<file path="src/logic/booth_mult_pkg.sv">
// Booth multiplier shared definitions
`default_nettype none

package booth_mult_pkg;

  // ==================================================
  // widths
  // ==================================================

  // operand width, signed 32-bit value extended by one bit
  localparam int SRC_WIDTH   = 33;
  // full product row
  localparam int DST_WIDTH   = 66;
  // unsigned rounding addend
  localparam int ROUND_WIDTH = 32;

  // ==================================================
  // row counts and timing
  // ==================================================

  // one radix-4 digit per bit pair of the multiplier
  localparam int PP_COUNT   = 17;
  // digits plus accumulate row plus round row
  localparam int ROW_COUNT  = 19;
  // rows registered at the end of ex1
  localparam int EX1_ROWS   = 6;
  // in_vld to out_vld
  localparam int LAT_CYCLES = 2;

  // ==================================================
  // vector types
  // ==================================================

  typedef logic [SRC_WIDTH-1:0]   src_t;
  typedef logic [ROUND_WIDTH-1:0] round_t;
  // overlapping window of three multiplier bits
  typedef logic [2:0]             booth_code_t;
  typedef logic [SRC_WIDTH-1:0]   pp_t;
  // plus-one correction for a negated digit
  typedef logic [1:0]             hot_t;
  typedef logic [DST_WIDTH-1:0]   dst_t;
  // ex2 rows grow one bit per level
  typedef logic [DST_WIDTH:0]     row67_t;
  typedef logic [DST_WIDTH+1:0]   row68_t;
  typedef logic [DST_WIDTH+2:0]   res_t;

endpackage

`default_nettype wire
</file>
<file path="src/logic/ex1_rows_if.sv">
// ex1 to ex2 row bundle
`timescale 1ns/1ps
`default_nettype none

interface ex1_rows_if
  import booth_mult_pkg::*;
  ();

  // three sum/carry pairs left after level two
  // carry rows are not yet shifted
  dst_t s1_0;
  dst_t c1_0;
  dst_t s1_1;
  dst_t c1_1;
  dst_t s1_2;
  dst_t c1_2;
  // one-cycle strobe, rows valid only with it
  logic vld;

  // producer side, ex1 register
  modport stage_out (
    output s1_0, c1_0, s1_1, c1_1, s1_2, c1_2, vld
  );

  // consumer side, ex2 tree
  modport stage_in (
    input s1_0, c1_0, s1_1, c1_1, s1_2, c1_2, vld
  );

endinterface

`default_nettype wire

</file>
<file path="src/logic/booth_mult_top.sv">
// Booth multiply-accumulate top
`timescale 1ns/1ps
`default_nettype none

module booth_mult_top
  import booth_mult_pkg::*;
(
  input  logic   clk,
  input  logic   reset,
  input  logic   in_vld,
  input  logic   mult_sub,
  input  round_t mult_round,
  input  src_t   multiplicand,
  input  src_t   multiplier,
  output logic   out_vld,
  output res_t   result_0,
  output res_t   result_1
);

  // aligned rows, ex1 cycle
  dst_t pp_rows [ROW_COUNT];

  // ex1 register to ex2
  ex1_rows_if rows_if ();

  // recoding and row assembly
  booth_pp_gen x_pp_gen (
    .mult_sub     (mult_sub),
    .mult_round   (mult_round),
    .multiplicand (multiplicand),
    .multiplier   (multiplier),
    .pp_rows      (pp_rows)
  );

  // 19 rows to 6, then register
  ex1_tree x_ex1_tree (
    .clk     (clk),
    .reset   (reset),
    .in_vld  (in_vld),
    .pp_rows (pp_rows),
    .rows    (rows_if.stage_out)
  );

  // 6 rows to 2, then register
  ex2_tree x_ex2_tree (
    .clk      (clk),
    .reset    (reset),
    .rows     (rows_if.stage_in),
    .out_vld  (out_vld),
    .result_0 (result_0),
    .result_1 (result_1)
  );

endmodule

`default_nettype wire

</file>
<file path="src/logic/ex2_tree.sv">
// ex2 compression stage
`timescale 1ns/1ps
`default_nettype none

module ex2_tree
  import booth_mult_pkg::*;
(
  input  logic          clk,
  input  logic          reset,
  ex1_rows_if.stage_in  rows,
  output logic          out_vld,
  output res_t          result_0,
  output res_t          result_1
);

  // six rows at 67 bits
  row67_t p2 [EX1_ROWS];
  // level three outputs
  row67_t s2 [2];
  row67_t c2 [2];
  // level four
  row68_t s3;
  row68_t c3;

  // ==================================================
  // level three, 6 rows to 4
  // ==================================================

  // sums sign-extended, carries shifted
  assign p2[0] = {rows.s1_0[DST_WIDTH-1], rows.s1_0};
  assign p2[1] = {rows.c1_0, 1'b0};
  assign p2[2] = {rows.s1_1[DST_WIDTH-1], rows.s1_1};
  assign p2[3] = {rows.c1_1, 1'b0};
  assign p2[4] = {rows.s1_2[DST_WIDTH-1], rows.s1_2};
  assign p2[5] = {rows.c1_2, 1'b0};

  for (genvar k = 0; k < 2; k++) begin : g_l3_csa
    assign s2[k] = p2[3*k] ^ p2[3*k+1] ^ p2[3*k+2];
    assign c2[k] = (p2[3*k]   & p2[3*k+1]) |
                   (p2[3*k]   & p2[3*k+2]) |
                   (p2[3*k+1] & p2[3*k+2]);
  end

  // ==================================================
  // level four, 4 rows to 2
  // ==================================================
  compress_4to2 #(
    .WIDTH (DST_WIDTH+2)
  ) x_l4_comp (
    .in0   ({s2[0][DST_WIDTH], s2[0]}),
    .in1   ({c2[0], 1'b0}),
    .in2   ({s2[1][DST_WIDTH], s2[1]}),
    .in3   ({c2[1], 1'b0}),
    .sum   (s3),
    .carry (c3)
  );

  // ==================================================
  // output register
  // ==================================================
  always_ff @(posedge clk) begin
    if (reset) begin
      out_vld <= 1'b0;
    end else begin
      out_vld <= rows.vld;
    end
  end

  // carry row shifted into place here
  always_ff @(posedge clk) begin
    if (rows.vld) begin
      result_0 <= {s3[DST_WIDTH+1], s3};
      result_1 <= {c3[DST_WIDTH+1], c3[DST_WIDTH:0], 1'b0};
    end
  end

endmodule

`default_nettype wire

</file>
<file path="src/logic/ex1_tree.sv">
// ex1 compression stage
`timescale 1ns/1ps
`default_nettype none

module ex1_tree
  import booth_mult_pkg::*;
(
  input  logic           clk,
  input  logic           reset,
  input  logic           in_vld,
  input  dst_t           pp_rows [ROW_COUNT],
  ex1_rows_if.stage_out  rows
);

  // level one outputs, carries unshifted
  dst_t s0 [EX1_ROWS];
  dst_t c0 [EX1_ROWS];
  // level two outputs
  dst_t s1 [EX1_ROWS/2];
  dst_t c1 [EX1_ROWS/2];

  // ==================================================
  // level one, 19 rows to 12
  // ==================================================

  // accumulate, digit 0, digit 1, round row
  compress_4to2 #(
    .WIDTH (DST_WIDTH)
  ) x_l1_comp (
    .in0   (pp_rows[0]),
    .in1   (pp_rows[1]),
    .in2   (pp_rows[2]),
    .in3   (pp_rows[ROW_COUNT-1]),
    .sum   (s0[0]),
    .carry (c0[0])
  );

  // remaining digits in groups of three
  for (genvar k = 1; k < EX1_ROWS; k++) begin : g_l1_csa
    assign s0[k] = pp_rows[3*k] ^ pp_rows[3*k+1] ^ pp_rows[3*k+2];
    assign c0[k] = (pp_rows[3*k]   & pp_rows[3*k+1]) |
                   (pp_rows[3*k]   & pp_rows[3*k+2]) |
                   (pp_rows[3*k+1] & pp_rows[3*k+2]);
  end

  // ==================================================
  // level two, 12 rows to 6
  // ==================================================
  for (genvar m = 0; m < EX1_ROWS/2; m++) begin : g_l2
    // carries move up one column here
    compress_4to2 #(
      .WIDTH (DST_WIDTH)
    ) x_l2_comp (
      .in0   (s0[2*m]),
      .in1   ({c0[2*m][DST_WIDTH-2:0], 1'b0}),
      .in2   (s0[2*m+1]),
      .in3   ({c0[2*m+1][DST_WIDTH-2:0], 1'b0}),
      .sum   (s1[m]),
      .carry (c1[m])
    );
  end

  // ==================================================
  // ex1 register
  // ==================================================

  // stage valid
  always_ff @(posedge clk) begin
    if (reset) begin
      rows.vld <= 1'b0;
    end else begin
      rows.vld <= in_vld;
    end
  end

  // rows load only with a new operation
  always_ff @(posedge clk) begin
    if (in_vld) begin
      rows.s1_0 <= s1[0];
      rows.c1_0 <= c1[0];
      rows.s1_1 <= s1[1];
      rows.c1_1 <= c1[1];
      rows.s1_2 <= s1[2];
      rows.c1_2 <= c1[2];
    end
  end

endmodule

`default_nettype wire

</file>
<file path="src/logic/booth_pp_gen.sv">
// Booth partial product generator
`timescale 1ns/1ps
`default_nettype none

module booth_pp_gen
  import booth_mult_pkg::*;
(
  input  logic   mult_sub,
  input  round_t mult_round,
  input  src_t   multiplicand,
  input  src_t   multiplier,
  output dst_t   pp_rows [ROW_COUNT]
);

  // conditioned multiplier
  src_t               mult_src;
  // sign, multiplier and trailing zero
  logic [SRC_WIDTH+1:0] code_str;

  // per-digit encoder outputs
  pp_t                prod [PP_COUNT];
  hot_t               h    [PP_COUNT];
  logic [PP_COUNT-1:0] sn;

  // ==================================================
  // multiplier conditioning
  // ==================================================

  // subtract: ~b = -b-1, the missing -a comes back as row 0
  assign mult_src = mult_sub ? ~multiplier : multiplier;
  assign code_str = {mult_src[SRC_WIDTH-1], mult_src, 1'b0};

  // ==================================================
  // digit encoders
  // ==================================================
  for (genvar i = 0; i < PP_COUNT; i++) begin : g_digit
    booth_digit_enc x_digit_enc (
      .a       (multiplicand),
      .code    (code_str[2*i+2:2*i]),
      .product (prod[i]),
      .h       (h[i]),
      .sn      (sn[i])
    );
  end

  // ==================================================
  // row assembly
  // ==================================================

  // accumulate row, adds a back in subtract mode
  assign pp_rows[0] = mult_sub ?
                      {{SRC_WIDTH{multiplicand[SRC_WIDTH-1]}}, multiplicand} :
                      '0;

  // digit 0 has no correction below it
  // sign-not then two inverted copies
  assign pp_rows[1] = {{(DST_WIDTH-SRC_WIDTH-3){1'b0}},
                       sn[0], {2{~sn[0]}}, prod[0]};

  // digits 1..16, two columns per index
  for (genvar i = 1; i < PP_COUNT; i++) begin : g_row
    // leading one, sign-not, product, previous hot-one
    logic [SRC_WIDTH+3:0] field;

    assign field = {1'b1, sn[i], prod[i], h[i-1]};
    // leading one of digit 16 falls past bit 65
    assign pp_rows[i+1] = dst_t'(field) << (2 * (i - 1));
  end

  // last hot-one sits just above the round addend
  assign pp_rows[ROW_COUNT-1] = {{(DST_WIDTH-ROUND_WIDTH-2){1'b0}},
                                 h[PP_COUNT-1], mult_round};

endmodule

`default_nettype wire

</file>
<file path="src/logic/booth_digit_enc.sv">
// Radix-4 Booth digit encoder
`timescale 1ns/1ps
`default_nettype none

module booth_digit_enc
  import booth_mult_pkg::*;
(
  input  src_t        a,
  input  booth_code_t code,
  output pp_t         product,
  output hot_t        h,
  output logic        sn
);

  // multiplicand as 34-bit signed, once and twice
  logic [SRC_WIDTH:0] a_x1;
  logic [SRC_WIDTH:0] a_x2;
  // magnitude picked by the digit
  logic [SRC_WIDTH:0] mag;
  logic               neg;
  // one's complement for negative digits
  logic [SRC_WIDTH:0] sel;

  assign a_x1 = {a[SRC_WIDTH-1], a};
  // fits in 34 bits for 32-bit sources
  assign a_x2 = {a, 1'b0};

  // ==================================================
  // digit decode
  // ==================================================
  always_comb begin
    mag = '0;
    neg = 1'b0;
    case (code)
      3'b001, 3'b010: begin
        mag = a_x1;
      end
      3'b011: begin
        mag = a_x2;
      end
      3'b100: begin
        mag = a_x2;
        neg = 1'b1;
      end
      3'b101, 3'b110: begin
        mag = a_x1;
        neg = 1'b1;
      end
      // 000 and 111 are zero
      default: begin
        mag = '0;
        neg = 1'b0;
      end
    endcase
  end

  assign sel = neg ? ~mag : mag;

  // +1 lands in the low bits of the next row
  assign h       = neg ? 2'b01 : 2'b00;
  assign product = sel[SRC_WIDTH-1:0];
  // sign-not, high for zero and positive picks
  assign sn      = ~sel[SRC_WIDTH];

endmodule

`default_nettype wire

</file>
<file path="src/logic/compress_4to2.sv">
// 4:2 carry-save compressor
`timescale 1ns/1ps
`default_nettype none

module compress_4to2
  import booth_mult_pkg::*;
#(
  parameter int WIDTH = DST_WIDTH
) (
  input  logic [WIDTH-1:0] in0,
  input  logic [WIDTH-1:0] in1,
  input  logic [WIDTH-1:0] in2,
  input  logic [WIDTH-1:0] in3,
  output logic [WIDTH-1:0] sum,
  output logic [WIDTH-1:0] carry
);

  // internal carry of the first three inputs
  logic [WIDTH-1:0] cout;
  // parity of all four
  logic [WIDTH-1:0] xr;
  // internal carry moved up one column
  logic [WIDTH-1:0] cout_sh;

  assign cout = (in0 & in1) | (in1 & in2) | (in0 & in2);
  assign xr   = (in0 ^ in1) ^ (in2 ^ in3);

  // top bit of cout falls off, result is mod 2^WIDTH
  assign cout_sh = {cout[WIDTH-2:0], 1'b0};

  assign sum   = xr ^ cout_sh;
  // carry has double weight, caller shifts it
  assign carry = (xr & cout_sh) | (~xr & in3);

endmodule

`default_nettype wire

</file>
<file path="config.mk">
export PLATFORM = sky130hd
export DESIGN_NAME = booth_mult_top
export DESIGN_NICKNAME = d
export VERILOG_FILES = /design/src/logic/booth_mult_pkg.sv /design/src/logic/ex1_rows_if.sv /design/src/logic/booth_mult_top.sv /design/src/logic/ex2_tree.sv /design/src/logic/ex1_tree.sv /design/src/logic/booth_pp_gen.sv /design/src/logic/booth_digit_enc.sv /design/src/logic/compress_4to2.sv
export SDC_FILE = /design/constraint.sdc
export NUM_CORES = 2
export LEC_CHECK = 0
export ABC_CLOCK_PERIOD_IN_PS = 11850
export BUFFER_PORTS_ARGS = -buffer_cell sky130_fd_sc_hd__buf_2
export CAP_MARGIN = 10
export CORE_MARGIN = 2
export CORE_UTILIZATION = 69
export DETAILED_ROUTE_END_ITERATION = 10
export PLACE_DENSITY_LB_ADDON = 0.1
export RECOVER_POWER = 100
export SETUP_SLACK_MARGIN = 0.2
export SLEW_MARGIN = 20
export SYNTH_ARGS = -nofsm -noshare
export SYNTH_HDL_FRONTEND = slang
export SYNTH_SLANG_ARGS = --single-unit
</file>
<file path="constraint.sdc">
create_clock -name clk -period 11.85 [get_ports clk]
set_clock_uncertainty 0.05 [all_clocks]
set_input_delay 1.185 -clock clk [delete_from_list [all_inputs] [get_ports clk]]
set_output_delay 1.185 -clock clk [all_outputs]
set_load 0.005 [all_outputs]
</file>
==> results_dict.tcl <==
set metrics [dict create \
    via_count 33600 \
    path_class "primary input to flip-flop" \
    netlist_area_um2 42800 \
    start_util_pct 69.6 \
    antenna_left 0 \
    tightestPinTransition_ns 6.52 \
    nFillCells 4367 \
    status "finished with violations" \
    cts_buffer_depth 3 \
    layout-drive-gt1-share_pct 8.88 \
    end_kind "flip-flop" \
    holdWs_ns 0.377 \
    dr.pass1.iters 6 \
    dieHeight_um 253 \
    dieArea_um2 64100 \
    die_x_um 253 \
    drv_slew 497 \
    hpwlAfterDp_mm 79.6 \
    pin_count 241 \
    period_minus_slack_ns 8.42 \
    syn_to_final_growth_pct 7.16 \
    synthCells 4248 \
    multi_input_area_um2 29500 \
    finalHoldViolations 0 \
    synth_seq_cells 388 \
    clkLatencyLatePin_ns 0.59 \
    cts_tree "done" \
    layout.nets 4842 \
    fp.coreArea_um2 61500 \
    met1_usage_pct 47.0 \
    antenna_found_initial 20 \
    grt_max_degree 112 \
    synth.avg_cell_area_um2 10.1 \
    failed_checks "max-capacitance violations, max-slew violations" \
    grt_pass1_wl_mm 184 \
    clock_sinks 388 \
    ir_worst_vdd_uv 214 \
    fmax_mhz 119 \
    yosys_warnings 0 \
    p_leak_nw 18.2 \
    regArea_um2 11600 \
    rsz0062_at_grt "false" \
    final.setup.tns_ns 0 \
    path_clk_slew_ns 0.06 \
    grt_util_met2_pct 59.9 \
    gr-usage-met3_pct 6.52 \
    hp-class "flip-flop to flip-flop" \
    synth_edf_count 386 \
    first_global_vias 33500 \
    fin_cells 5083 \
    synth_ff_type "edfxtp_1" \
    busiest_layer "met2" \
    place_congestion 0.921 \
    drc 0 \
    cts_hold_buf 0 \
    slew_headroom_pct -334 \
    port_buffers 234 \
    yosysUniqueCellTypes 66 \
    yosysSeqAreaShare_pct 27.2 \
    clockRootBuffer "clkbuf_16" \
    core.rowCount 91 \
    grt.total_usage_pct 36.4 \
    viasPerCell 6.61 \
    wl_mm 117 \
    cap_viol_max_count 11 \
    dr.first_iter.drc_count 3748 \
    place_ws_ns 5.14 \
    post-route-util_pct 74.6 \
    place_inst 4981 \
    async_flop_share_pct 0 \
    fin_crit_sh_pct 71.1 \
    critPathLaunchType "primary input" \
    pwr_density_cell_nw_per_um2 303 \
    cts_made_buffers 46 \
    worstPathRequired_ns 12.12 \
    wl_per_cell_um 22.9 \
    setup_viol 0 \
    gr-total-overflow 0 \
    htree_levels 2 \
    post_cts_buffers 0 \
    layout_setup_ws_ns 3.43 \
    cts_resized 0 \
    worstPathArrival_ns 8.69 \
    cp_max_fo 60 \
]
==> path summary, 6_finish.rpt <==
kind | from | end | slack, ns | depth (start not counted)
max | mult_sub | x_ex1_tree.rows.s1_1[47] | 3.43 | 9
min | x_ex1_tree.rows.s1_0[2] | x_ex2_tree.result_0[2] | 0.38 | 0
max reg2reg | x_ex1_tree.rows.vld | x_ex2_tree.result_1[20] | 7.54 | 1
min reg2reg | x_ex1_tree.rows.s1_0[2] | x_ex2_tree.result_0[2] | 0.38 | 0
==> synthesized netlist by cell type (all sizes together) (24+ instances only) <==
library cell  number  area share [%]
o22a              28            0.57
o21a              34            0.60
nor2             123             1.1
nand2            234             2.1
o21ai            171             2.0
a31o              27            0.55
a22o              36            0.74
o31ai             37            0.66
mux2i             41            0.96
ha               269             7.9
nand2b            69             1.0
a22oi            440             7.7
a21o              33            0.58
and2              36            0.53
edfxtp           386              27
maj3              72             1.8
fa               230              11
clkbuf           280             2.5
a221o             53             1.2
o211ai            24            0.42
xnor2            444             9.1
nor3b             25            0.44
xor2             569              12
inv              194             1.7
a21oi            124             1.4
a211oi            31            0.54
buf               79            0.98
==> cell type report <==
type                       count  area share (%)
clock inverter                35           0.654
tap                          790            2.15
multi-input combinational   3313            64.2
inverter                     195            1.60
antenna                       16          0.0873
clock buffer                  49            2.58
sequential                   388            25.3
timing repair buffer         297            3.39
==> cell usage in the layout, fill, tap and decap left out, types with 52 or more instances in the layout <==
| cell | n |
|---|---|
| fa_1 | 230 |
| nor2_1 | 121 |
| xnor2_1 | 442 |
| edfxtp_1 | 386 |
| nand2b_1 | 69 |
| buf_2 | 160 |
| nand2_1 | 233 |
| ha_1 | 268 |
| buf_4 | 52 |
| clkbuf_1 | 82 |
| a221o_1 | 53 |
| o21ai_0 | 152 |
| xor2_1 | 553 |
| a22oi_1 | 440 |
| a21oi_1 | 124 |
| inv_1 | 194 |
==> registers in the layout, indices dropped and copies added (netlist names) <==
signal,count
x_ex1_tree.rows.s1_2,44
x_ex2_tree.result_0,68
x_ex1_tree.rows.s1_1,45
x_ex1_tree.rows.vld,1
x_ex1_tree.rows.s1_0,44
x_ex2_tree.out_vld,1
x_ex1_tree.rows.c1_1,41
x_ex2_tree.result_1,63
x_ex1_tree.rows.c1_2,40
x_ex1_tree.rows.c1_0,41
==> power by group <==
part	leakage [nW]	switching [mW]	internal, mW
combinational	13.8	5.02	4.19
clock	0.719	0.609	0.813
sequential	3.71	0.316	2.95
total	18.2	5.94	7.96
==> worst max-delay path, stage by stage <==
cell	delay, ns
buf_4	0.59
clkbuf_1	2.06
o21ai_0	2.03
clkbuf_1	1.07
xnor2_1	0.42
fa_1	0.65
xor2_1	0.30
xor2_1	0.21
xnor2_1	0.11
==> cells by family (layout without fill, tap and decap cells) <==
family	count (synthesis)	in the layout	synth area share, %
fa+ha+maj	571	571	20.4
compound gates	1077	1077	17.7
other cells	2	25	0.0175
xor+xnor	1040	1040	22.2
buf+inv	554	576	5.15
simple gates	572	572	6.35
flops	388	388	27.2
mux	44	44	1.04
==> metrics by stage <==
stage / instance area [um2] / power, mW
3_3_place_gp: 44500 / 12.0
3_5_place_dp: 44500 / 12.3
2_1_floorplan: 42800 / 10.3
5_1_grt: 45900 / 15.0
6_report: 45900 / 13.9
4_1_cts: 45900 / 13.9
==> routing by layer <==
| metal | vias to the layer above | wire (um) |
|---|---|---|
| met2 | 1743 | 55800 |
| met4 | 14 | 5280 |
| li1 | 15000 | - |
| met5 | - | 87 |
| met3 | 366 | 11000 |
| met1 | 16400 | 44400 |
Note: power is estimated with default switching activity, not from simulation.
